==> config.mk <==
export PLATFORM = sky130hd
export DESIGN_NAME = huff_fifo
export DESIGN_NICKNAME = d
export VERILOG_FILES = /design/src/huff_pkg.sv /design/src/huff_fifo.sv
export VERILOG_INCLUDE_DIRS = /design/src
export SDC_FILE = /design/constraint.sdc
export NUM_CORES = 1
export LEC_CHECK = 0
export BUFFER_PORTS_ARGS = -buffer_cell sky130_fd_sc_hd__buf_4
export CORE_MARGIN = 1.5
export CORE_UTILIZATION = 45
export CTS_CLUSTER_DIAMETER = 60
export DETAILED_ROUTE_END_ITERATION = 6
export GPL_TIMING_DRIVEN = 1
export SKIP_LAST_GASP = 1
export SYNTH_ARGS = -nofsm -noshare
export SYNTH_HDL_FRONTEND = slang
export SYNTH_SLANG_ARGS = --single-unit
==> constraint.sdc <==
create_clock -name xclk2x_i -period 2.8 [get_ports xclk2x_i]
set_clock_uncertainty 0.15 [all_clocks]
set_input_delay 0.56 -clock xclk2x_i [delete_from_list [all_inputs] [get_ports xclk2x_i]]
set_output_delay 0.56 -clock xclk2x_i [all_outputs]
set_load 0.02 [all_outputs]
==> src/huff_params.svh <==
// widths of tokens, coefficients, codes and lengths
// input FIFO depth and Huffman table address width
// fixed in-table addresses of the ZRL and EOB codes
`ifndef HUFF_PARAMS_SVH
`define HUFF_PARAMS_SVH

`define HUFF_FIFO_AW  4      // 16-deep token FIFO
`define HUFF_TOKEN_W  16     // run-length prepared token
`define HUFF_VAL_W    12     // signed coefficient
`define HUFF_CODE_W   16     // right-aligned code bits
`define HUFF_LEN_W    4      // 0 stands for 16
`define HUFF_TAB_AW   9      // color bit + 8-bit symbol

`define HUFF_ZRL_ADDR 8'hf0  // sixteen zeros
`define HUFF_EOB_ADDR 8'h00  // end of block
`define HUFF_DC_COL   4'hf   // DC codes live in the spare AC column

`endif

==> src/huff_pkg.sv <==
// shared types of the Huffman encoder
// vector typedefs for tokens, values, codes and table addresses
// table entry, table write and output word structs
// token kind enum
`include "huff_params.svh"

package huff_pkg;

    typedef logic [`HUFF_TOKEN_W-1:0]       token_t;     // raw FIFO token
    typedef logic signed [`HUFF_VAL_W-1:0]  coef_val_t;  // DC/AC value
    typedef logic [3:0]                     vl_cat_t;    // magnitude category
    typedef logic [3:0]                     run_t;       // zeros before an AC
    typedef logic [`HUFF_CODE_W-1:0]        hcode_t;     // code, right-aligned
    typedef logic [`HUFF_LEN_W-1:0]         hlen_t;      // 0 means 16 bits
    typedef logic [`HUFF_TAB_AW-1:0]        htab_addr_t; // {color, symbol}

    typedef struct packed {
        hlen_t  hlen;   // code length
        hcode_t hcode;  // code bits
    } htab_entry_t;

    typedef struct packed {
        logic        we;     // one-cycle write strobe
        htab_addr_t  addr;
        htab_entry_t entry;
    } table_wr_t;

    typedef struct packed {
        hcode_t bits;   // bits to send
        hlen_t  len;    // how many of them
    } out_word_t;

    // TOK_RLL also tags a ZRL slot inside the step pipeline
    typedef enum logic [1:0] {
        TOK_DC,
        TOK_AC,
        TOK_RLL,
        TOK_EOB
    } tok_kind_e;

endpackage

==> src/huff_fifo.sv <==
// input token FIFO, 16 entries
// circular buffer with read/write pointers and an entry count
// head token shown combinationally, data-available and full flags
`include "huff_params.svh"

module huff_fifo import huff_pkg::*; (
    input  logic   xclk2x_i,
    input  logic   reset_i,
    input  logic   ds_i,      // token strobe from producer
    input  token_t token_i,
    input  logic   rd_i,      // pop head token
    output token_t tok_o,     // oldest entry
    output logic   dav_o,     // not empty
    output logic   full_o
);
    token_t                  mem [0:(1 << `HUFF_FIFO_AW)-1];
    logic [`HUFF_FIFO_AW-1:0] wr_ptr;
    logic [`HUFF_FIFO_AW-1:0] rd_ptr;
    logic [`HUFF_FIFO_AW:0]   count;   // 0..16
    logic                    wr_en;
    logic                    rd_en;

    assign wr_en  = ds_i && !full_o;  // strobes into a full FIFO are lost
    assign rd_en  = rd_i && dav_o;
    assign tok_o  = mem[rd_ptr];
    assign dav_o  = |count;
    assign full_o = count[`HUFF_FIFO_AW]; // msb only set at 16

    always_ff @(posedge xclk2x_i) begin
        if (wr_en) mem[wr_ptr] <= token_i;
    end

    always_ff @(posedge xclk2x_i) begin
        if (reset_i) begin
            wr_ptr <= '0;
            rd_ptr <= '0;
            count  <= '0;
        end else begin
            if (wr_en) wr_ptr <= wr_ptr + 1'b1;
            if (rd_en) rd_ptr <= rd_ptr + 1'b1;
            if (wr_en && !rd_en)      count <= count + 1'b1;
            else if (!wr_en && rd_en) count <= count - 1'b1;
        end
    end

endmodule

==> impl_metrics.ini <==
[die]
coreArea_um2 = 22800
rows = 55
die_x_um = 156
die_h_um = 156
io_pins = 38
fp.dieArea_um2 = 24300
start_util_pct = 46.2

[pwr]
power_switching_uw = 3050
pwr-share-comb_pct = 27.2
p_total_uw = 11700
power.density_nw_per_um2 = 911
cellLeakagePower_uw = 0.00420
p_int_uw = 8600
clock_power_share_pct = 32.0
power_switching_share_pct = 26.2
vdd_drop_max_mv = 0.433
seqPwrFrac_pct = 40.9

[timing]
clock.fmax_mhz = 343
hold_viol = 0
fin_ws_ps = -118
whs_ps = 176
rsz0062_at_grt = true
final_max_slew_viol_count = 0
setup_viol = 16
min_period_over_period_pct = 104
slew_headroom_pct = 70.4
period_needed_ps = 2920
worst_pin_slew_ps = 444

[worst_setup_path]
crit_type = reg2out
crit_required_ps = 2090
end_kind = output port
worst_setup_path_start_kind = flip-flop
crit_arrival_ps = 2210
crit_fanout = 13

[routing]
dr.pass1.iters = 4
drc = 0
routed_wl_um = 22200
via_per_inst = 5.52
drtAntennaViolNets = 0
drtIter0Drc = 382
wl_per_cell_um = 24.0
dr_total_vias = 5110

[yosys]
ys_async_sr_fraction_pct = 0
synth-compound-area-share_pct = 2.90
synth_area_leaders = edfxtp_1 73%, mux4_2 14%, dfxtp_1 3.2%
muxShareOfSynthArea_pct = 14.0
synth_edf_count = 256
synth_nets = 528
yosys.cell_count.top_type = edfxtp_1
synth_fa_ha_area_share_pct = 1.26
synth_top_family_by_area = multiplexers
synth_seq_cells = 273
yosys_warnings = 0
synthFlopType = edfxtp_1
yosysSeqAreaShare_pct = 76.3
synth_area_um2 = 10500
synth_top_area_share_pct = 73.1
yosysTopAreaCell = edfxtp_1
synth_xor_area_share_pct = 0.666
syn_avg_cell_area_um2 = 21.1
synth_cells = 498
synth.distinct_cells = 36
synth_common_cells = 256 x edfxtp_1, 64 x mux4_2, 32 x a22oi_1
synthSimpleGateAreaFrac_pct = 3.37

[clocking]
cts_hold_buf = 0
clock_path_buffers = 3
htree_levels = 1
cts_sinks = 273
clock_latency_ps = 530
clk_pin_slew_ps = 60
numCtsBuffers = 28
cts_tree = done
root_buffer = clkbuf_16

[placement]
dpl.cell_count = 862
io_buffers = 37
dp_hpwl_um = 12500
gp_congestion = 0.779

[hold_path]
hp-class = in2reg

[status]
status = finished with violations
violations = setup timing

[cells_and_area]
drive_gt1_share_pct = 38.1
area_growth_pct = 21.7
diodes = 0
stdcell_count = 925
nets = 621

[grt]
grt.total_usage_pct = 19.2
grt_pass1_vias = 5554
grt_max_degree = 33
grt_overflow_total = 0
grt_pass1_wl_um = 34000
antenna_found_initial = 0

[job]
cap_viol_max_count = 0
==> layout make-up <==
class	instances	area [um^2]
clock buffer	36	752
clock inverter	15	169
fill	1713	9980
inverter	3	11.3
multi-input combinational	197	2520
sequential	273	8030
tap	313	392
timing repair buffer	88	926
==> layout by cell type (no fill, tap or decap), types with 3 or more instances in the layout <==
master     instances
a21oi_1            3
a22oi_1            3
a22oi_2           29
and2_1            17
buf_12             4
buf_16             7
buf_4             59
buf_6             16
bufinv_16          4
clkbuf_1           7
clkbuf_16         29
clkinv_1           7
clkinv_2           3
dfxtp_1           15
edfxtp_1         256
ha_1               7
mux4_2            64
nand2_1           15
nand2_2            4
nor2_1            19
nor2b_1            4
xor2_1             6
==> routing by layer <==
metal	up-vias	part of all wire, %	global-route usage [%]
met5	-	0	0
met3	34	6.6	3.25
met4	0	2.1	4.40
met2	148	50	32.4
met1	2687	42	26.5
li1	2241	-	-
==> through the flow <==
step | cell area, um^2 | setup TNS [ps] | utilization [%] | setup slack, ps
3_3_place_gp | 11400 | 0 | 50.0 | 109
2_1_floorplan | 10500 | 0 | - | 130
6_report | 12800 | -1370 | 56.2 | -118
3_5_place_dp | 11400 | 0 | 50.0 | 38.9
4_1_cts | 12700 | -2060 | 55.9 | -161
5_1_grt | 12800 | -2750 | 56.2 | -217
==> final timing paths <==
path	from	endpoint	slack, ps	depth (start not counted)
max	flip-flop	tok_o[8]	-120	6
min	token_i[13]	mem[12][13]$_DFFE_PP_	180	1
max reg2reg	count[1]$_SDFFE_PP0P_	count[3]$_SDFFE_PP0P_	130	9
min reg2reg	rd_ptr[1]$_SDFFE_PP0P_	flip-flop	410	2
==> flip-flops by register name (all words and copies together) (netlist names), named ones only <==
signal / cells
count: 5
mem: 256
rd_ptr: 4
wr_ptr: 4
==> power groups by stage <==
stage | sequential, uW | clock [uW] | combinational (uW)
2_1_floorplan | 4810 | 0 | 1840
3_3_place_gp | 4850 | 0 | 2470
3_5_place_dp | 4870 | 0 | 2510
4_1_cts | 4760 | 3780 | 3160
5_1_grt | 4780 | 3940 | 3420
6_report | 4760 | 3730 | 3170
==> worst max-delay path, cell delays in order, from the launching register on <==
cell	delay, ps
dfxtp_4	360
buf_6	130
buf_16	160
mux4_2	520
a22oi_2	240
nand2_1	110
buf_6	140
==> cell families (layout without fill, tap and decap cells) <==
group                    Yosys count  count (layout)
flip-flops                       273             273
XOR/XNOR                           8               8
AND/OR/NAND/NOR                   70              70
buffers and inverters             28             142
multiplexers                      67              67
AO/OA/AOI/OAI                     42              42
adder cells (fa/ha/maj)           10              10
==> repair_timing <==
action / 4_1_cts / 5_1_grt
setup buffers: 7 / 0
pin swaps: 15 / 13
cloned: 6 / 0
endpoints found under the setup margin: 16 / 18
gates resized for setup: 47 / 21
hold endpoints to repair: 0 / 0
No activity file was read; power rests on OpenSTA's default activity.
