`config.mk`:
```
export PLATFORM = sky130hd
export DESIGN_NAME = huff_output
export DESIGN_NICKNAME = d
export VERILOG_FILES = /design/src/huff_pkg.sv /design/src/huff_output.sv
export VERILOG_INCLUDE_DIRS = /design/src
export SDC_FILE = /design/constraint.sdc
export NUM_CORES = 1
export LEC_CHECK = 0
export ABC_AREA = 1
export BUFFER_PORTS_ARGS = -buffer_cell sky130_fd_sc_hd__buf_2
export CORE_UTILIZATION = 40
export DETAILED_ROUTE_END_ITERATION = 10
export PLACE_DENSITY = 0.8
export SYNTH_ARGS = -nofsm -noshare
export SYNTH_HDL_FRONTEND = slang
export SYNTH_SLANG_ARGS = --single-unit
export TNS_END_PERCENT = 1
```
`constraint.sdc`:
```
create_clock -name xclk2x_i -period 1.65 [get_ports xclk2x_i]
set_input_delay 0.2475 -clock xclk2x_i [delete_from_list [all_inputs] [get_ports xclk2x_i]]
set_output_delay 0.2475 -clock xclk2x_i [all_outputs]
set_load 0.02 [all_outputs]
```
`src/huff_params.svh`:
```
// widths of tokens, coefficients, codes and lengths
// input FIFO depth and Huffman table address width
// fixed in-table addresses of the ZRL and EOB codes
`ifndef HUFF_PARAMS_SVH
`define HUFF_PARAMS_SVH

`define HUFF_FIFO_AW  4      // 16-deep token FIFO
`define HUFF_TOKEN_W  16     // run-length prepared token
`define HUFF_VAL_W    12     // signed coefficient
`define HUFF_CODE_W   16     // right-aligned code bits
`define HUFF_LEN_W    4      // 0 stands for 16
`define HUFF_TAB_AW   9      // color bit + 8-bit symbol

`define HUFF_ZRL_ADDR 8'hf0  // sixteen zeros
`define HUFF_EOB_ADDR 8'h00  // end of block
`define HUFF_DC_COL   4'hf   // DC codes live in the spare AC column

`endif

```
`src/huff_pkg.sv`:
```
// shared types of the Huffman encoder
// vector typedefs for tokens, values, codes and table addresses
// table entry, table write and output word structs
// token kind enum
`include "huff_params.svh"

package huff_pkg;

    typedef logic [`HUFF_TOKEN_W-1:0]       token_t;     // raw FIFO token
    typedef logic signed [`HUFF_VAL_W-1:0]  coef_val_t;  // DC/AC value
    typedef logic [3:0]                     vl_cat_t;    // magnitude category
    typedef logic [3:0]                     run_t;       // zeros before an AC
    typedef logic [`HUFF_CODE_W-1:0]        hcode_t;     // code, right-aligned
    typedef logic [`HUFF_LEN_W-1:0]         hlen_t;      // 0 means 16 bits
    typedef logic [`HUFF_TAB_AW-1:0]        htab_addr_t; // {color, symbol}

    typedef struct packed {
        hlen_t  hlen;   // code length
        hcode_t hcode;  // code bits
    } htab_entry_t;

    typedef struct packed {
        logic        we;     // one-cycle write strobe
        htab_addr_t  addr;
        htab_entry_t entry;
    } table_wr_t;

    typedef struct packed {
        hcode_t bits;   // bits to send
        hlen_t  len;    // how many of them
    } out_word_t;

    // TOK_RLL also tags a ZRL slot inside the step pipeline
    typedef enum logic [1:0] {
        TOK_DC,
        TOK_AC,
        TOK_RLL,
        TOK_EOB
    } tok_kind_e;

endpackage

```
`src/huff_output.sv`:
```
// output word register of the encoder
// selects registered one stage ahead of their data
// word held while the receiver is not ready
module huff_output import huff_pkg::*; (
    input  logic        xclk2x_i,
    input  logic        reset_i,
    input  logic        rdy_i,
    input  logic        sel_code_i,  // entry_i valid next cycle
    input  logic        sel_bits_i,  // bits_i valid next cycle
    input  htab_entry_t entry_i,
    input  out_word_t   bits_i,
    output logic        dv_o,
    output hcode_t      data_o,
    output hlen_t       len_o        // 0 means 16
);
    logic sel_code_r;
    logic sel_bits_r;

    always_ff @(posedge xclk2x_i) begin
        if (reset_i) begin
            sel_code_r <= 1'b0;
            sel_bits_r <= 1'b0;
            dv_o       <= 1'b0;
        end else if (rdy_i) begin
            sel_code_r <= sel_code_i;
            sel_bits_r <= sel_bits_i;
            dv_o       <= sel_code_r || sel_bits_r;
        end
    end

    always_ff @(posedge xclk2x_i) begin
        if (rdy_i) begin
            if (sel_bits_r) begin         // never together with a code
                data_o <= bits_i.bits;
                len_o  <= bits_i.len;
            end else if (sel_code_r) begin
                data_o <= entry_i.hcode;
                len_o  <= entry_i.hlen;
            end
        end
    end

endmodule

```
==> impl_metrics.ini, run 1 <==
[final_layout]
areaGrowthSynthToFinish_pct = 36.63
drive_gt1_share_pct = 42.42
design_area_um2 = 1330
layout.nets = 211
n_antenna_cell = 0
filler_cell_count = 212

[clock_network]
clock_tree.buffer_depth = 2
cts.sinks = 23
cts_hold_buf = 0
clk_pin_slew_ns = 0.12
cts_root_buffer = clkbuf_4
cts_tree = built
htreeDepth = 1
clk-insertion-delay-late_ns = 0.29
post_cts_buffers = 0
cts_repair_resize_count = 0
numCtsBuffers = 3

[sta]
fmax_ghz = 0.7415
fin_setup_tns_ns = 0
skew_ns = 0.005771
max-slew-margin-rel_pct = 52.85
finalHoldViolCount = 0
holdWs_ns = 0.1198
drv_slew = 0
tightestPinTransition_ns = 0.7064
finalWorstSetupSlack_ns = 0.3015
final-setup-viol-count = 0
period_needed_ns = 1.349
min_period_over_period_pct = 81.73
rsz0062_at_grt = false

[floorplanning]
pin_count = 66
dieWidth_um = 51.33
core_region_area_um2 = 2255
start_util_pct = 43.17
die_y_um = 51.33
dieArea_um2 = 2635
row_count = 17

[power]
p_total_mw = 1.095
power_density_nw_per_um2 = 823.5
p_leak_nw = 0.6862
ir_drop_mv = 0.5363

[critical_path]
slowest_stage = inv_1
worstPathRequired_ns = 1.59
path_buf_inv = 1
arrival_ns = 1.29
max_stage_delay_ns = 0.54
critPathMaxFanout = 20
r2r-start = sel_bits_r
criticalPathCategory = flip-flop to flip-flop
timing.rr.end = len_o[3]
worstSetupStartpointType = flip-flop
critical-path-top-delay-family = buffers and inverters
reg2regPathDepth = 2
cp_cell_sequence = o21ai_0, inv_1
end_kind = flip-flop
regToRegSetupSlack_ns = 0.30

[synthesis]
synth_common_cells = nand2_1, edfxtp_1, a21oi_1, dfxtp_1
synth_top_family_by_area = simple AND/OR/NAND/NOR gates
ys_seq_area_share_pct = 67.87
synth.mux.area_fraction_pct = 0
synthArstFlopShare_pct = 0
yosysTopAreaCellShare_pct = 61.70
synth_warnings = 0
syn-num-nets = 144
syn_area_um2 = 973.4
synth_edf_count = 20
synth_top_flop_cell = edfxtp_1
post_synth.cell_area_avg_um2 = 9.833
synth_xor_area_share_pct = 0
synth_cell_types = 9
synthSimpleGateAreaFrac_pct = 25.06
yosysMostFrequentCell = nand2_1
synthAdderAreaFrac_pct = 0
syn_inst = 99
synth_compound_area_share_pct = 2.057
synth_area_leaders = edfxtp_1, nand2_1, dfxtp_1
ys_ff_latch = 23
yosysTopAreaCell = edfxtp_1

[routing]
vias_per_cell = 4.601
antenna_left = 0
drc = 0
drt_wl_total_mm = 2.134
drt-pass1-iter-count = 4
num_vias = 888
wl_per_cell_um = 11.06
drt_iter0_drc = 18

[worst_hold_path]
holdPathStages = 2
hold_end = sel_bits_r
worstHoldStart = reset_i
hp-class = primary input to flip-flop

[global_routing]
gr-usage-all-layers_pct = 16.38
grt_pass1_vias = 827
grt_max_degree = 23
grt_pass1_wl_mm = 3.180
grt-ovfl-total = 0
antenna_found_initial = 0

[place]
place_ws_ns = 0.2457
port_buffers = 65
place_area_um2 = 1304
gp_congestion = 0.7370

[run]
drv_cap = 0

[run_status]
outcome = finished clean
## state kept, by name (all words and copies together) (netlist names)
signal / cells
len_o: 4
data_o: 16
dv_o: 1
sel_code_r: 1
sel_bits_r: 1
## placed cells by master, fill, tap and decap left out
master / count
nand2_1: 65
buf_2: 65
edfxtp_1: 20
a21oi_1: 3
clkbuf_4: 3
dfxtp_1: 3
inv_1: 2
inv_2: 1
o21ai_0: 1
clkbuf_1: 1
buf_4: 1
## worst max path at each step
| stage | from | to | slack [ns] | depth (start not counted) |
|---|---|---|---|---|
| 2_1_floorplan | sel_bits_r | data_o[0] | 0.36 | 2 |
| 3_3_place_gp | rdy_i | data_o[8] | 0.30 | 3 |
| 3_5_place_dp | rdy_i | data_o[0] | 0.25 | 3 |
| 4_1_cts | sel_bits_r | data_o[10] | 0.27 | 2 |
| 5_1_grt | sel_bits_r | len_o[3] | 0.19 | 2 |
| 6_report | sel_bits_r | len_o[3] | 0.30 | 2 |
## where the power goes
group	total (mW)	internal (mW)	leakage, nW	switching, mW
clock network	0.247	0.0939	0.0150	0.153
registers	0.674	0.668	0.210	0.00691
logic	0.174	0.0717	0.462	0.103
total	1.10	0.833	0.686	0.262
## per-stage QoR
stage | std cells | utilization (%)
finish | 193 | 58.99
global route | 193 | 58.99
CTS | 193 | 58.99
detailed placement | 189 | 57.82
global placement | 189 | 57.82
floorplan | 99 | -
## area by class of cell
type | count | area, um2 | area share, %
multi-input cells | 69 | 264.0 | 19.85
repair buffers | 66 | 332.8 | 25.02
clock buffers | 4 | 26.28 | 1.976
flip-flops and latches | 23 | 660.6 | 49.67
inverters | 3 | 11.26 | 0.8467
well taps | 28 | 35.03 | 2.634
## cell families (layout without fill, tap and decap cells)
group           after synthesis  in the layout
simple gates                 65             65
compound gates                4              4
flops                        23             23
buf+inv                       7             73
## layer usage
metal	share of wire, %	up-vias	track usage (%)
met5	0	-	0
met4	0.70	0	7.658
met3	4.3	2	0
met2	58	30	34.43
met1	37	411	16.18
li1	-	445	-
Power figures use the tool's default switching activity.
==> inputs of run 2 (changes only) <==
Clock period 1.65 ns to 1.3 ns, I/O delays scaled along.
==> run 2 against run 1 <==
Effect of this change:
- register-to-register slack got worse by 0.15 ns
- total power rose by 27%
- via count fell by 0.68%
- count of clock-buffer cells in the layout did not move
- sequential share of layout area fell by 0.28 points
- clock skew fell by 0.0030 ns
- critical path depth rose by 2
- fmax rose by 17%
- first-iteration DRC count fell by 5.6%
- largest power group unchanged
==> impl_metrics.ini, run 2 (synthesized netlist as in run 1, its figures left out) <==
[global_routing]
grt_pass1_vias = 864
grt-ovfl-total = 0
grt_use_met3_pct = 0.2976
grt_max_degree = 23
use_met1_pct = 16.05
gr-usage-all-layers_pct = 16.97
antenna_found_initial = 0
use_met2_pct = 34.65
grt_pass1_wl_mm = 3.305
busiest_layer = met2

[floorplanning]
core_region_area_um2 = 2255
dieWidth_um = 51.33
pin_count = 66
start_util_pct = 43.17
dieArea_um2 = 2635
die_y_um = 51.33
row_count = 17

[final_layout]
drive_gt1_share_pct = 42.77
layout_common_cells = nand2_1, buf_2, edfxtp_1
largest_reg_flops = 16
n_antenna_cell = 0
areaGrowthSynthToFinish_pct = 37.40
top_regs = data_o (16), len_o (4)
layout.nets = 212
largest_register = data_o

[place]
gp_congestion = 0.8664
place_ws_ns = 0.1712
dp_hpwl_mm = 1.662
port_buffers = 65

[critical_path]
path_buf_inv = 2
slowest_stage = dfxtp_1
critical_path.most_common_cell = nand2_1
max_stage_delay_ns = 0.34
worstPathRequired_ns = 1.37
critical-path-top-delay-family = buffers and inverters
arrival_ns = 1.22
cp_cell_sequence = buf_4, inv_2, nand2_1, nand2_1
criticalPathCategory = flip-flop to flip-flop
critPathMaxFanout = 22
end_kind = flip-flop
worstSetupStartpointType = flip-flop

[clock_network]
clock_tree.buffer_depth = 2
post_cts_buffers = 0
cts_root_buffer = clkbuf_4
htreeDepth = 1
clk-insertion-delay-late_ns = 0.30
cts_hold_buf = 0
clk_pin_slew_ns = 0.12
cts.sinks = 23
cts_repair_resize_count = 0
cts_tree = built
numCtsBuffers = 3

[routing]
drt_wl_total_mm = 2.098
num_vias = 882
drc = 0
drt_iter0_drc = 17
wl_per_cell_um = 10.81
vias_per_cell = 4.546
antenna_left = 0
drt-pass1-iter-count = 4

[power]
power_density_nw_per_um2 = 1043
p_seq_share_pct = 61.3
ir_drop_mv = 0.6146
swShare_pct = 24.09
p_int_mw = 1.059
p_total_mw = 1.396
p_leak_nw = 0.6915
power.switching_uw = 336.2
p_clk_share_pct = 22.7
p_comb_share_pct = 16.0

[sta]
holdWs_ns = 0.06486
min_period_over_period_pct = 88.52
period_needed_ns = 1.151
fmax_ghz = 0.8690
max-slew-margin-rel_pct = 80.19
drv_slew = 0
finalWorstSetupSlack_ns = 0.1492
tightestPinTransition_ns = 0.2966
fin_setup_tns_ns = 0
skew_ns = 0.002785
final-setup-viol-count = 0
rsz0062_at_grt = false
finalHoldViolCount = 0

[worst_hold_path]
hp-class = primary input to flip-flop

[run_status]
outcome = finished clean

[run]
drv_cap = 0
[run 2: changes by cell type in the layout (fill, tap and decap cells not counted)]
cell | before | now
buf_4 | 1 | 2
[run 2: layer usage]
metal	share of wire [%]	vias to the layer above
li1	-	448
met1	34	402
met2	60	30
met3	3.8	2
met4	1.4	0
met5	0	-
[run 2: cell type report]
class	count	area [um2]
clock buffer	4	26.28
fill	223	917.1
inverter	3	11.26
multi-input combinational	69	264.0
sequential	23	660.6
tap	28	35.03
timing repair buffer	67	340.3
[run 2: final timing paths]
kind / to / slack, ns / cells after the start / start
hold / removal: sel_code_r / 0.06 / 2 / reset_i
setup / recovery: data_o[2] / 0.15 / 4 / sel_bits_r
setup reg to reg: data_o[2] / 0.15 / 4 / sel_bits_r
hold reg to reg: sel_code_r / 0.47 / 2 / sel_code_r
[run 2: worst reg2reg max path: cells and delay by family (launching register included)]
kind	cells	cell delay, ns
flops	1	0.34
simple gates	2	0.16
buf+inv	2	0.41
[run 2: power by group through the flow]
stage | registers, mW | clock network [mW] | logic, mW
after floorplan | 0.912 | 0 | 0.0822
after global placement | 0.871 | 0 | 0.217
after detailed placement | 0.873 | 0 | 0.223
after CTS | 0.856 | 0.322 | 0.224
after global routing | 0.858 | 0.352 | 0.249
final | 0.855 | 0.317 | 0.223
[run 2: stage by stage]
step / cell area [um2] / util [%] / cells
after floorplan: 973.4 / - / 99
after global placement: 1311 / 58.16 / 190
after detailed placement: 1311 / 58.16 / 190
after CTS: 1338 / 59.32 / 194
after global routing: 1338 / 59.32 / 194
final: 1338 / 59.32 / 194
