--- config.mk ---
export PLATFORM = sky130hd
export DESIGN_NAME = varlen_encode
export DESIGN_NICKNAME = d
export VERILOG_FILES = /design/src/huff_pkg.sv /design/src/varlen_encode.sv
export VERILOG_INCLUDE_DIRS = /design/src
export SDC_FILE = /design/constraint.sdc
export NUM_CORES = 1
export LEC_CHECK = 0
export BUFFER_PORTS_ARGS = -buffer_cell sky130_fd_sc_hd__buf_2
export CAP_MARGIN = 5
export CORE_ASPECT_RATIO = 0.7
export CORE_MARGIN = 5
export CORE_UTILIZATION = 25
export CTS_CLUSTER_SIZE = 8
export DETAILED_ROUTE_END_ITERATION = 12
export MAX_ROUTING_LAYER = met4
export PLACE_DENSITY = 0.43
export RECOVER_POWER = 25
export SLEW_MARGIN = 20
export SYNTH_ARGS = -nofsm -noshare
export SYNTH_HDL_FRONTEND = slang
export SYNTH_SLANG_ARGS = --single-unit
--- constraint.sdc ---
create_clock -name xclk2x_i -period 3.1 [get_ports xclk2x_i]
set_clock_uncertainty 0.05 [all_clocks]
set_input_delay 0.465 -clock xclk2x_i [delete_from_list [all_inputs] [get_ports xclk2x_i]]
set_output_delay 0.465 -clock xclk2x_i [all_outputs]
set_load 0.02 [all_outputs]
--- src/huff_params.svh ---
// widths of tokens, coefficients, codes and lengths
// input FIFO depth and Huffman table address width
// fixed in-table addresses of the ZRL and EOB codes
`ifndef HUFF_PARAMS_SVH
`define HUFF_PARAMS_SVH

`define HUFF_FIFO_AW  4      // 16-deep token FIFO
`define HUFF_TOKEN_W  16     // run-length prepared token
`define HUFF_VAL_W    12     // signed coefficient
`define HUFF_CODE_W   16     // right-aligned code bits
`define HUFF_LEN_W    4      // 0 stands for 16
`define HUFF_TAB_AW   9      // color bit + 8-bit symbol

`define HUFF_ZRL_ADDR 8'hf0  // sixteen zeros
`define HUFF_EOB_ADDR 8'h00  // end of block
`define HUFF_DC_COL   4'hf   // DC codes live in the spare AC column

`endif

--- src/huff_pkg.sv ---
// shared types of the Huffman encoder
// vector typedefs for tokens, values, codes and table addresses
// table entry, table write and output word structs
// token kind enum
`include "huff_params.svh"

package huff_pkg;

    typedef logic [`HUFF_TOKEN_W-1:0]       token_t;     // raw FIFO token
    typedef logic signed [`HUFF_VAL_W-1:0]  coef_val_t;  // DC/AC value
    typedef logic [3:0]                     vl_cat_t;    // magnitude category
    typedef logic [3:0]                     run_t;       // zeros before an AC
    typedef logic [`HUFF_CODE_W-1:0]        hcode_t;     // code, right-aligned
    typedef logic [`HUFF_LEN_W-1:0]         hlen_t;      // 0 means 16 bits
    typedef logic [`HUFF_TAB_AW-1:0]        htab_addr_t; // {color, symbol}

    typedef struct packed {
        hlen_t  hlen;   // code length
        hcode_t hcode;  // code bits
    } htab_entry_t;

    typedef struct packed {
        logic        we;     // one-cycle write strobe
        htab_addr_t  addr;
        htab_entry_t entry;
    } table_wr_t;

    typedef struct packed {
        hcode_t bits;   // bits to send
        hlen_t  len;    // how many of them
    } out_word_t;

    // TOK_RLL also tags a ZRL slot inside the step pipeline
    typedef enum logic [1:0] {
        TOK_DC,
        TOK_AC,
        TOK_RLL,
        TOK_EOB
    } tok_kind_e;

endpackage

--- src/varlen_encode.sv ---
// magnitude category and extra bits of a signed coefficient
// stage 1 registers category and adjusted value on start
// stage 2 registers the masked bits with their length
`include "huff_params.svh"

module varlen_encode import huff_pkg::*; (
    input  logic      xclk2x_i,
    input  logic      reset_i,
    input  logic      en_i,     // pipeline advance
    input  logic      start_i,  // new DC/AC value
    input  coef_val_t val_i,
    output vl_cat_t   cat_o,    // one stage after start
    output out_word_t bits_o    // two stages after start
);
    logic [`HUFF_VAL_W-1:0] abs_val;
    logic [`HUFF_VAL_W-1:0] mag_next;
    logic [`HUFF_VAL_W-1:0] mag_r;
    logic [`HUFF_VAL_W-1:0] mask;
    vl_cat_t                cat_r;
    logic                   start_d;

    // index of highest set bit plus one
    function automatic vl_cat_t bit_count(input logic [`HUFF_VAL_W-1:0] a);
        vl_cat_t c;
        c = '0;
        for (int i = 0; i < `HUFF_VAL_W; i++) begin
            if (a[i]) c = vl_cat_t'(i + 1);
        end
        return c;
    endfunction

    assign abs_val  = val_i[`HUFF_VAL_W-1] ? ~val_i + 1'b1 : val_i;
    assign mag_next = val_i[`HUFF_VAL_W-1] ? val_i - 1'b1 : val_i;  // one's complement style
    assign mask     = ~({`HUFF_VAL_W{1'b1}} << cat_r);
    assign cat_o    = cat_r;

    always_ff @(posedge xclk2x_i) begin
        if (reset_i)   start_d <= 1'b0;
        else if (en_i) start_d <= start_i;
    end

    always_ff @(posedge xclk2x_i) begin
        if (en_i) begin
            if (start_i) begin
                cat_r <= bit_count(abs_val);
                mag_r <= mag_next;
            end
            if (start_d) begin
                bits_o.bits <= hcode_t'(mag_r & mask);  // keep low cat bits
                bits_o.len  <= cat_r;
            end
        end
    end

endmodule

==> results.py, run 1 <==
metrics = {
    "run_status": {
        "status": "finished clean",
    },
    "final_layout": {
        "stdcell_area_sq_um": 2318,
        "area_growth_syn_to_layout_pct": 15.96,
        "mostFrequentLayoutCell": "edfxtp_1",
        "multi_input_area_sq_um": 875.8,
        "n_antenna_cell": 0,
        "fin_nets": 235,
        "regArea_sq_um": 980.9,
        "layout_common_cells": "edfxtp_1 (32), buf_2 (28), nand2_1 (15), nor2_1 (12), nor3_1 (11)",
        "drive_above_1_share_pct": 20.09,
        "n_fill_cell": 817,
    },
    "clock_tree": {
        "clock-sinks": 33,
        "clk_pin_slew_ns": 0.05,
        "numCtsBuffers": 5,
        "cts_resized": 0,
        "cts_tree": "done",
        "htree_num_levels": 2,
        "hold_buffers": 0,
        "cts_buffer_depth": 2,
        "cts_setup_buffers": 0,
        "worstSkewPairLatency_ns": 0.27,
        "cts_root_buf": "clkbuf_16",
    },
    "sta": {
        "maxSlewHeadroom_pct": 29.55,
        "fmax_mhz": 414.4,
        "min_period_ns": 2.413,
        "worstMarginPinSlew_ns": 1.056,
        "grt_setup_unrepaired": "false",
        "setup_viol": 0,
        "finalHoldViolations": 0,
        "fin_crit_sh_pct": 77.85,
        "maxSlewViolCount": 0,
        "setup-tns-final_ns": 0,
    },
    "logic_synthesis": {
        "yosys_warnings": 0,
        "synth_ff_type": "edfxtp_1",
        "synth-async-reset-ratio_pct": 0,
        "ys_types": 57,
        "seq_area_frac_synth_pct": 49.06,
        "postSynthCellCount": 192,
        "synth-seq-cells": 33,
        "syn_area_sq_um": 1999,
        "synth_enable_flop_cells": 32,
        "syn_avg_cell_area_sq_um": 10.41,
    },
    "worst_setup_path": {
        "reg2reg_from": "cat_o[3]",
        "endpoint_kind": "flop",
        "rrSetupSlack_ns": 1.72,
        "cp_slowest_cell": "or4_2",
        "cp.required_ns": 3.08,
        "rr_endpoint": "bits_o[4]",
        "cp-start-kind": "primary input",
        "max_stage_delay_ns": 0.70,
        "cp.arrival_ns": 2.39,
        "crit_family": "simple AND/OR/NAND/NOR gates",
        "crit_chain": "clkbuf_1, inv_1, ha_1, or4_2, mux2i_1, a32o_1, o21ai_1, a31o_1",
        "path_buf_inv": 2,
        "r2r_cells": 1,
        "critPathKind": "primary input to flop",
        "crit_fanout": 7,
    },
    "floorplan": {
        "dieArea_sq_um": 9915,
        "die_w_um": 116.9,
        "num_rows": 27,
        "initial_core_util_pct": 25.51,
        "fp.coreArea_sq_um": 7838,
        "fp.dieH_um": 84.82,
        "pin_count": 40,
    },
    "detailed_routing": {
        "drc": 0,
        "first_pass_iters": 4,
        "viasPerCell": 4.728,
        "wl_mm": 4.685,
        "wire_per_inst_um": 14.64,
        "drt_iter0_markers": 126,
        "antenna_left": 0,
        "vias": 1513,
    },
    "global_routing": {
        "grt_pass1_vias": 1331,
        "track_usage_pct": 9.812,
        "antenna_found_initial": 0,
        "grt_pass1_wl_mm": 7.341,
        "overflow": 0,
        "grt_start_max_net_pins": 19,
    },
    "power_and_ir_drop": {
        "powerDensity_nw_per_um2": 492.3,
        "p_switching_w": 0.0002776,
        "comb_power_share_pct": 12.9,
        "ir_worst_vdd_uv": 244.6,
        "swShare_pct": 24.32,
        "leakage_nw": 0.8248,
        "intPower_w": 0.0008637,
        "sequentialPowerShare_pct": 46.8,
        "p_clk_share_pct": 40.3,
    },
    "placed_design": {
        "placed_cell_area_sq_um": 2188,
        "io_buffers": 35,
        "place_congestion": 0.8310,
        "dpl.hpwl_mm": 3.364,
    },
    "worst_hold_path": {
        "hold_depth": 2,
        "hold_end": "start_d",
        "hold_class": "primary input to flop",
        "min_from": "reset_i",
    },
    "run": {
        "cap_violations": 0,
    },
}
-- cells by family (layout without fill, tap and decap cells) --
logic type / after synthesis / count (layout) / share of synthesized area (%)
compound gates: 53 / 53 / 18.96
xor+xnor: 10 / 10 / 4.381
fa+ha+maj: 1 / 1 / 0.6257
buf+inv: 25 / 49 / 7.697
flops: 33 / 33 / 49.06
mux: 2 / 2 / 1.001
other cells: 1 / 4 / 0.1876
simple gates: 67 / 67 / 18.08
-- Yosys cell counts, types with 2 or more instances --
| master | count | share of area, % |
|---|---|---|
| edfxtp_1 | 32 | 48 |
| nand2_1 | 15 | 2.8 |
| nor2_1 | 12 | 2.3 |
| nor3_1 | 11 | 2.8 |
| a21oi_1 | 10 | 2.5 |
| xor2_1 | 9 | 3.9 |
| clkbuf_1 | 8 | 1.5 |
| nor2b_1 | 7 | 2.2 |
| o21ai_0 | 7 | 1.8 |
| buf_6 | 5 | 2.8 |
| and2_1 | 4 | 1.3 |
| buf_4 | 4 | 1.5 |
| inv_1 | 4 | 0.75 |
| nand2b_1 | 4 | 1.3 |
| o21a_1 | 4 | 1.5 |
| a31oi_1 | 3 | 0.94 |
| buf_2 | 3 | 0.75 |
| o211ai_1 | 3 | 1.1 |
| a211oi_1 | 2 | 0.75 |
| mux2i_1 | 2 | 1.0 |
| nand3_1 | 2 | 0.50 |
| nor4_1 | 2 | 0.63 |
| o311a_1 | 2 | 1.0 |
| o31ai_1 | 2 | 0.75 |
| o32ai_1 | 2 | 0.88 |
| or3_1 | 2 | 0.63 |
-- power groups by stage --
stage / logic [W] / clock network [W] / registers (W)
after floorplan: 0.000108 / 0 / 0.000545
after global routing: 0.000162 / 0.000502 / 0.000537
final: 0.000148 / 0.000460 / 0.000534
after global placement: 0.000150 / 0 / 0.000543
after CTS: 0.000149 / 0.000475 / 0.000534
after detailed placement: 0.000149 / 0 / 0.000543
-- routing by layer --
layer / track usage [%] / vias up / routed length [um]
met5: - / - / 0
met4: 3.854 / 0 / 79
met1: 14.67 / 696 / 2380
li1: - / 763 / -
met2: 12.13 / 47 / 1874
met3: 2.780 / 7 / 351
-- flip-flops by register name, summed over array words and instances (netlist names) --
name     count
bits_o      16
mag_r       12
start_d      1
cat_o        4
-- how the worst max path moves through the flow --
stage,start,endpoint,slack [ns],depth (start not counted)
2_1_floorplan,val_i[0],cat_o[2],0.82,7
3_3_place_gp,val_i[0],cat_o[2],0.55,8
3_5_place_dp,val_i[0],cat_o[2],0.51,8
4_1_cts,val_i[0],cat_o[2],0.81,8
5_1_grt,val_i[0],cat_o[3],0.58,8
6_report,val_i[0],cat_o[2],0.69,8
-- layout make-up --
type                            instances  share of cell area (%)
Sequential cell                        33                   42.31
Multi-Input combinational cell        137                   37.78
Timing Repair Buffer                   37                   7.825
Clock buffer                            6                   5.559
Tap cell                              101                   5.451
Inverter                                4                  0.6476
Clock inverter                          2                  0.4317
-- through the flow --
stage / utilization, % / cells / hold WS [ns] / setup WS, ns / power (W)
floorplan: - / 195 / 0.3980 / 0.8225 / 0.0006527
global placement: 27.92 / 312 / 0.4171 / 0.5538 / 0.0006923
detailed placement: 27.92 / 312 / 0.4188 / 0.5132 / 0.0006912
CTS: 29.69 / 320 / 0.2822 / 0.8149 / 0.001158
global route: 29.58 / 320 / 0.2796 / 0.5771 / 0.001201
finish: 29.58 / 320 / 0.2897 / 0.6867 / 0.001141
Power figures use the tool's default switching activity.
==> run 2: changes to the inputs <==
--- a/config.mk
+++ b/config.mk
@@ -14,7 +14,7 @@
 export CTS_CLUSTER_SIZE = 8
 export DETAILED_ROUTE_END_ITERATION = 12
 export MAX_ROUTING_LAYER = met4
-export PLACE_DENSITY = 0.43
+export PLACE_DENSITY = 0.44
 export RECOVER_POWER = 25
 export SLEW_MARGIN = 20
 export SYNTH_ARGS = -nofsm -noshare
==> constraint.sdc (replaced) <==
create_clock -name xclk2x_i -period 2.02 [get_ports xclk2x_i]
set_clock_uncertainty 0.05 [all_clocks]
set_input_delay 0.303 -clock xclk2x_i [delete_from_list [all_inputs] [get_ports xclk2x_i]]
set_output_delay 0.303 -clock xclk2x_i [all_outputs]
set_load 0.02 [all_outputs]
==> run 2 against run 1 <==
Effect of this change:
- via count is 6.3% higher
- first-iteration DRC count down 30%
- highest routed layer unchanged
- sequential share of layout area is 3.9 points lower
- routed wire length grew 1.4%
==> results.py, run 2 (same netlist as run 1, synthesis figures left out) <==
metrics = {
    "floorplan": {
        "num_rows": 27,
        "pin_count": 40,
        "die_w_um": 116.9,
        "fp.coreArea_sq_um": 7838,
        "fp.dieH_um": 84.82,
        "initial_core_util_pct": 25.51,
        "dieArea_sq_um": 9915,
    },
    "worst_setup_path": {
        "cp-startpoint": "val_i[1]",
        "endpoint_kind": "flop",
        "cp_slowest_cell": "or4_4",
        "crit_fanout": 6,
        "critPathKind": "primary input to flop",
        "cp.arrival_ns": 1.87,
        "crit_chain": "buf_2, inv_1, ha_2, or4_4, nor3_1, o211ai_1, a21o_1, nand2b_1",
        "cp-start-kind": "primary input",
        "cp.required_ns": 1.99,
        "max_stage_delay_ns": 0.54,
        "reg2reg_from": "cat_o[2]",
    },
    "final_layout": {
        "mostFrequentLayoutCell": "buf_2",
        "multi_input_area_sq_um": 883.3,
        "regArea_sq_um": 980.9,
        "largest_reg_flops": 16,
        "n_antenna_cell": 0,
        "drive_above_1_share_pct": 31.85,
        "stdcell_area_sq_um": 2552,
        "n_fill_cell": 840,
        "area_growth_syn_to_layout_pct": 27.66,
        "fin_nets": 264,
        "layout_common_cells": "buf_2 (35), edfxtp_1 (32), buf_4 (29), nand2_1 (15), nor2_1 (12)",
        "largest-register": "bits_o",
        "fin_cells": 349,
    },
    "power_and_ir_drop": {
        "comb_power_share_pct": 14.4,
        "powerDensity_nw_per_um2": 714.8,
        "p_switching_w": 0.0004275,
        "p_clk_share_pct": 40.7,
        "leakage_nw": 0.9773,
        "sequentialPowerShare_pct": 44.9,
        "intPower_w": 0.001397,
        "swShare_pct": 23.43,
        "ir_worst_vdd_uv": 417.2,
    },
    "worst_hold_path": {
        "hold_class": "primary input to flop",
        "min_from": "reset_i",
    },
    "run_status": {
        "status": "finished clean",
    },
    "sta": {
        "setup_viol": 0,
        "worstMarginPinSlew_ns": 0.9159,
        "fin_crit_sh_pct": 94.05,
        "fmax_mhz": 526.4,
        "finalHoldViolations": 0,
        "maxSlewHeadroom_pct": 38.94,
        "maxSlewViolCount": 0,
        "min_period_ns": 1.900,
        "grt_setup_unrepaired": "false",
    },
    "global_routing": {
        "grt_pass1_vias": 1436,
        "use_met1_pct": 14.89,
        "track_usage_pct": 9.894,
        "grt_use_met2_pct": 12.65,
        "busiest_layer": "met1",
        "grt_pass1_wl_mm": 7.507,
        "antenna_found_initial": 0,
        "globalRouteMet3Util_pct": 2.780,
        "overflow": 0,
        "grt_start_max_net_pins": 18,
    },
    "clock_tree": {
        "cts_tree": "done",
        "worstSkewPairLatency_ns": 0.27,
        "cts_root_buf": "clkbuf_16",
        "clock-sinks": 33,
        "cts_setup_buffers": 0,
        "hold_buffers": 0,
        "cts_buffer_depth": 2,
        "htree_num_levels": 2,
        "cts_resized": 0,
        "numCtsBuffers": 5,
        "clk_pin_slew_ns": 0.05,
    },
    "placed_design": {
        "placed_cell_area_sq_um": 2411,
        "dp_cells": 341,
        "io_buffers": 35,
        "place_congestion": 0.7755,
        "dpl.hpwl_mm": 3.717,
    },
    "detailed_routing": {
        "first_pass_iters": 4,
        "drt_iter0_markers": 88,
        "wl_mm": 4.751,
        "wire_per_inst_um": 13.61,
        "drc": 0,
        "antenna_left": 0,
        "viasPerCell": 4.607,
        "vias": 1608,
    },
    "run": {
        "cap_violations": 0,
    },
}
## run 2: cell count changes in the layout (fill, tap and decap cells not counted), sizes merged
cell	change
buf	+34
clkbuf	-3
clkinv	-2
## run 2: layout make-up
cell class,instances,area share [%]
Sequential cell,33,38.43
Multi-Input combinational cell,137,34.61
Timing Repair Buffer,66,15.69
Clock buffer,8,5.735
Tap cell,101,4.951
Inverter,4,0.5882
## run 2: worst max-delay path, delay by kind of cell
| family | cells | cell delay [ns] |
|---|---|---|
| adders and majority gates | 1 | 0.20 |
| and+or+nand+nor | 3 | 0.85 |
| AOI/OAI and AO/OA | 2 | 0.37 |
| buffers and inverters | 2 | 0.14 |
## run 2: worst paths after layout
kind / endpoint / slack [ns] / cells after the start
max: cat_o[3] / 0.12 / 8
min: start_d / 0.14 / 2
max reg2reg: bits_o[4] / 0.67 / 1
min reg2reg: start_d / 0.45 / 2
## run 2: metrics by stage
step | power (W) | util [%] | setup TNS, ns | hold WS (ns) | setup slack [ns]
2_1_floorplan | 0.001003 | - | 0 | 0.3254 | 0.03287
3_3_place_gp | 0.001100 | 30.76 | -0.9007 | 0.4148 | -0.1876
3_5_place_dp | 0.001099 | 30.76 | -0.7721 | 0.4241 | -0.1875
4_1_cts | 0.001844 | 32.63 | 0 | 0.1392 | 0.09270
5_1_grt | 0.001911 | 32.57 | 0 | 0.1294 | 0.006242
6_report | 0.001825 | 32.57 | 0 | 0.1373 | 0.1202
## run 2: metal layers
layer,wire [um],vias to the layer above
met5,0,-
met1,2451,738
met2,1894,46
li1,-,818
met3,347,6
met4,57,0
## run 2: power groups by stage
stage / clock (W) / sequential, W / combinational, W
after floorplan: 0 / 0.000836 / 0.000167
after global placement: 0 / 0.000832 / 0.000268
after detailed placement: 0 / 0.000833 / 0.000266
after CTS: 0.000758 / 0.000819 / 0.000267
after global routing: 0.000797 / 0.000824 / 0.000290
final: 0.000742 / 0.000819 / 0.000264
==> run 3: changes to the inputs <==
--- a/config.mk
+++ b/config.mk
@@ -9,7 +9,6 @@
 export BUFFER_PORTS_ARGS = -buffer_cell sky130_fd_sc_hd__buf_2
 export CAP_MARGIN = 5
 export CORE_ASPECT_RATIO = 0.7
-export CORE_MARGIN = 5
 export CORE_UTILIZATION = 25
 export CTS_CLUSTER_SIZE = 8
 export DETAILED_ROUTE_END_ITERATION = 12
==> run 3 against run 2 <==
Effect of this change:
- register-to-register slack about the same
- critical path depth unchanged
- core utilization grew 2.3 points
- combinational power increased by 4%
- via count rose by 3.6%
- setup slack better by 0.019 ns
- critical endpoint is now cat_o[2]
- largest cell class unchanged
- largest power group is now clock
==> results.py, run 3 (same netlist as run 1, synthesis figures left out) <==
metrics = {
    "clock_tree": {
        "clk_pin_slew_ns": 0.05,
        "htree_num_levels": 2,
        "worstSkewPairLatency_ns": 0.27,
        "numCtsBuffers": 5,
        "hold_buffers": 0,
        "cts_tree": "done",
        "clock-sinks": 33,
        "cts_root_buf": "clkbuf_16",
        "cts_buffer_depth": 2,
        "cts_setup_buffers": 0,
        "cts_resized": 0,
    },
    "worst_setup_path": {
        "reg2reg_from": "cat_o[3]",
        "r2r_cells": 1,
        "rr_endpoint": "bits_o[4]",
        "rrSetupSlack_ns": 0.66,
        "cp-start-kind": "primary input",
        "crit_fanout": 5,
        "cp.arrival_ns": 1.85,
        "critPathKind": "primary input to flop",
        "endpoint_kind": "flop",
        "cp.required_ns": 1.99,
    },
    "detailed_routing": {
        "viasPerCell": 4.733,
        "wire_per_inst_um": 13.80,
        "antenna_left": 0,
        "vias": 1666,
        "wl_mm": 4.859,
        "drc": 0,
        "first_pass_iters": 4,
        "drt_iter0_markers": 46,
    },
    "worst_hold_path": {
        "min_from": "reset_i",
        "hold_end": "start_d",
        "hold_depth": 2,
        "hold_class": "primary input to flop",
    },
    "final_layout": {
        "fin_nets": 270,
        "n_antenna_cell": 0,
        "n_fill_cell": 789,
        "layout_common_cells": "buf_4 (35), buf_2 (34), edfxtp_1 (32), nand2_1 (15), nor2_1 (12)",
        "largest_reg_flops": 16,
        "largest-register": "bits_o",
        "area_growth_syn_to_layout_pct": 31.16,
        "stdcell_area_sq_um": 2623,
        "drive_above_1_share_pct": 33.07,
        "mostFrequentLayoutCell": "buf_4",
        "fin_cells": 352,
    },
    "power_and_ir_drop": {
        "swShare_pct": 22.55,
        "intPower_w": 0.001491,
        "fin_total_pwr_w": 0.001925,
        "ir_worst_vdd_uv": 414.2,
        "sequentialPowerShare_pct": 42.5,
        "p_switching_w": 0.0004341,
        "leakage_nw": 1.018,
        "powerDensity_nw_per_um2": 734.0,
        "comb_power_share_pct": 14.3,
        "p_clk_share_pct": 43.2,
    },
    "global_routing": {
        "grt_pass1_vias": 1545,
        "track_usage_pct": 12.41,
        "antenna_found_initial": 0,
        "grt_start_max_net_pins": 18,
        "overflow": 0,
        "grt_pass1_wl_mm": 7.914,
    },
    "floorplan": {
        "initial_core_util_pct": 26.61,
        "num_rows": 26,
        "fp.coreArea_sq_um": 7515,
        "dieArea_sq_um": 8365,
        "pin_count": 40,
        "die_w_um": 108.9,
        "fp.dieH_um": 76.82,
    },
    "sta": {
        "setup_viol": 0,
        "setup_ws_ns": 0.1390,
        "min_period_ns": 1.881,
        "fin_crit_sh_pct": 93.12,
        "maxSlewHeadroom_pct": 39.50,
        "holdWs_ns": 0.1346,
        "worstMarginPinSlew_ns": 0.9075,
        "maxSlewViolCount": 0,
        "grt_setup_unrepaired": "false",
        "fmax_mhz": 531.6,
        "finalHoldViolations": 0,
    },
    "placed_design": {
        "dpl.hpwl_mm": 3.753,
        "dp_slack_ns": -0.1482,
        "dp_cells": 344,
        "placed_cell_area_sq_um": 2465,
        "place_congestion": 0.8195,
        "io_buffers": 35,
    },
    "run_status": {
        "status": "finished clean",
    },
    "run": {
        "cap_violations": 0,
    },
}
run 3: worst max path at each step:
stage	start	endpoint	cells past startpoint
finish	val_i[1]	cat_o[2]	8
global route	val_i[1]	cat_o[3]	8
CTS	val_i[1]	cat_o[2]	8
detailed placement	val_i[1]	cat_o[2]	8
global placement	val_i[1]	cat_o[2]	8
floorplan	val_i[1]	cat_o[2]	6
run 3: final cells by class:
type | instances | area, sq um | share of cell area [%]
clock buffer | 6 | 128.9 | 4.914
timing repair buffer | 72 | 460.4 | 17.56
multi-input combinational | 137 | 880.8 | 33.59
inverter | 4 | 15.01 | 0.5725
tap | 98 | 122.6 | 4.676
clock inverter | 2 | 33.78 | 1.288
sequential | 33 | 980.9 | 37.40
run 3: through the flow:
| step | setup TNS [ns] | util [%] |
|---|---|---|
| floorplan | 0 | - |
| finish | 0 | 34.90 |
| global placement | -0.4306 | 32.80 |
| detailed placement | -0.4065 | 32.80 |
| global route | 0 | 34.90 |
| CTS | 0 | 34.97 |
run 3: power groups by stage:
stage	Clock (W)	Sequential, W	Combinational, W
final	0.000831	0.000819	0.000275
after global routing	0.000871	0.000824	0.000305
after CTS	0.000845	0.000819	0.000278
after detailed placement	0	0.000833	0.000277
after global placement	0	0.000832	0.000279
after floorplan	0	0.000836	0.000167
run 3: per-layer routing:
metal	track usage (%)	vias up	wire, um
met1	18.82	773	2665
met2	16.60	53	1904
met5	-	-	0
li1	-	834	-
met3	2.041	6	228
met4	3.378	0	61
run 3: worst max-delay path, cell delays in order:
cell and delay, ns:
buf_2 0.10, inv_1 0.04, ha_2 0.20, or4_4 0.54, mux2i_1 0.14, a32o_1 0.21
o21ai_1 0.09, a31o_1 0.22
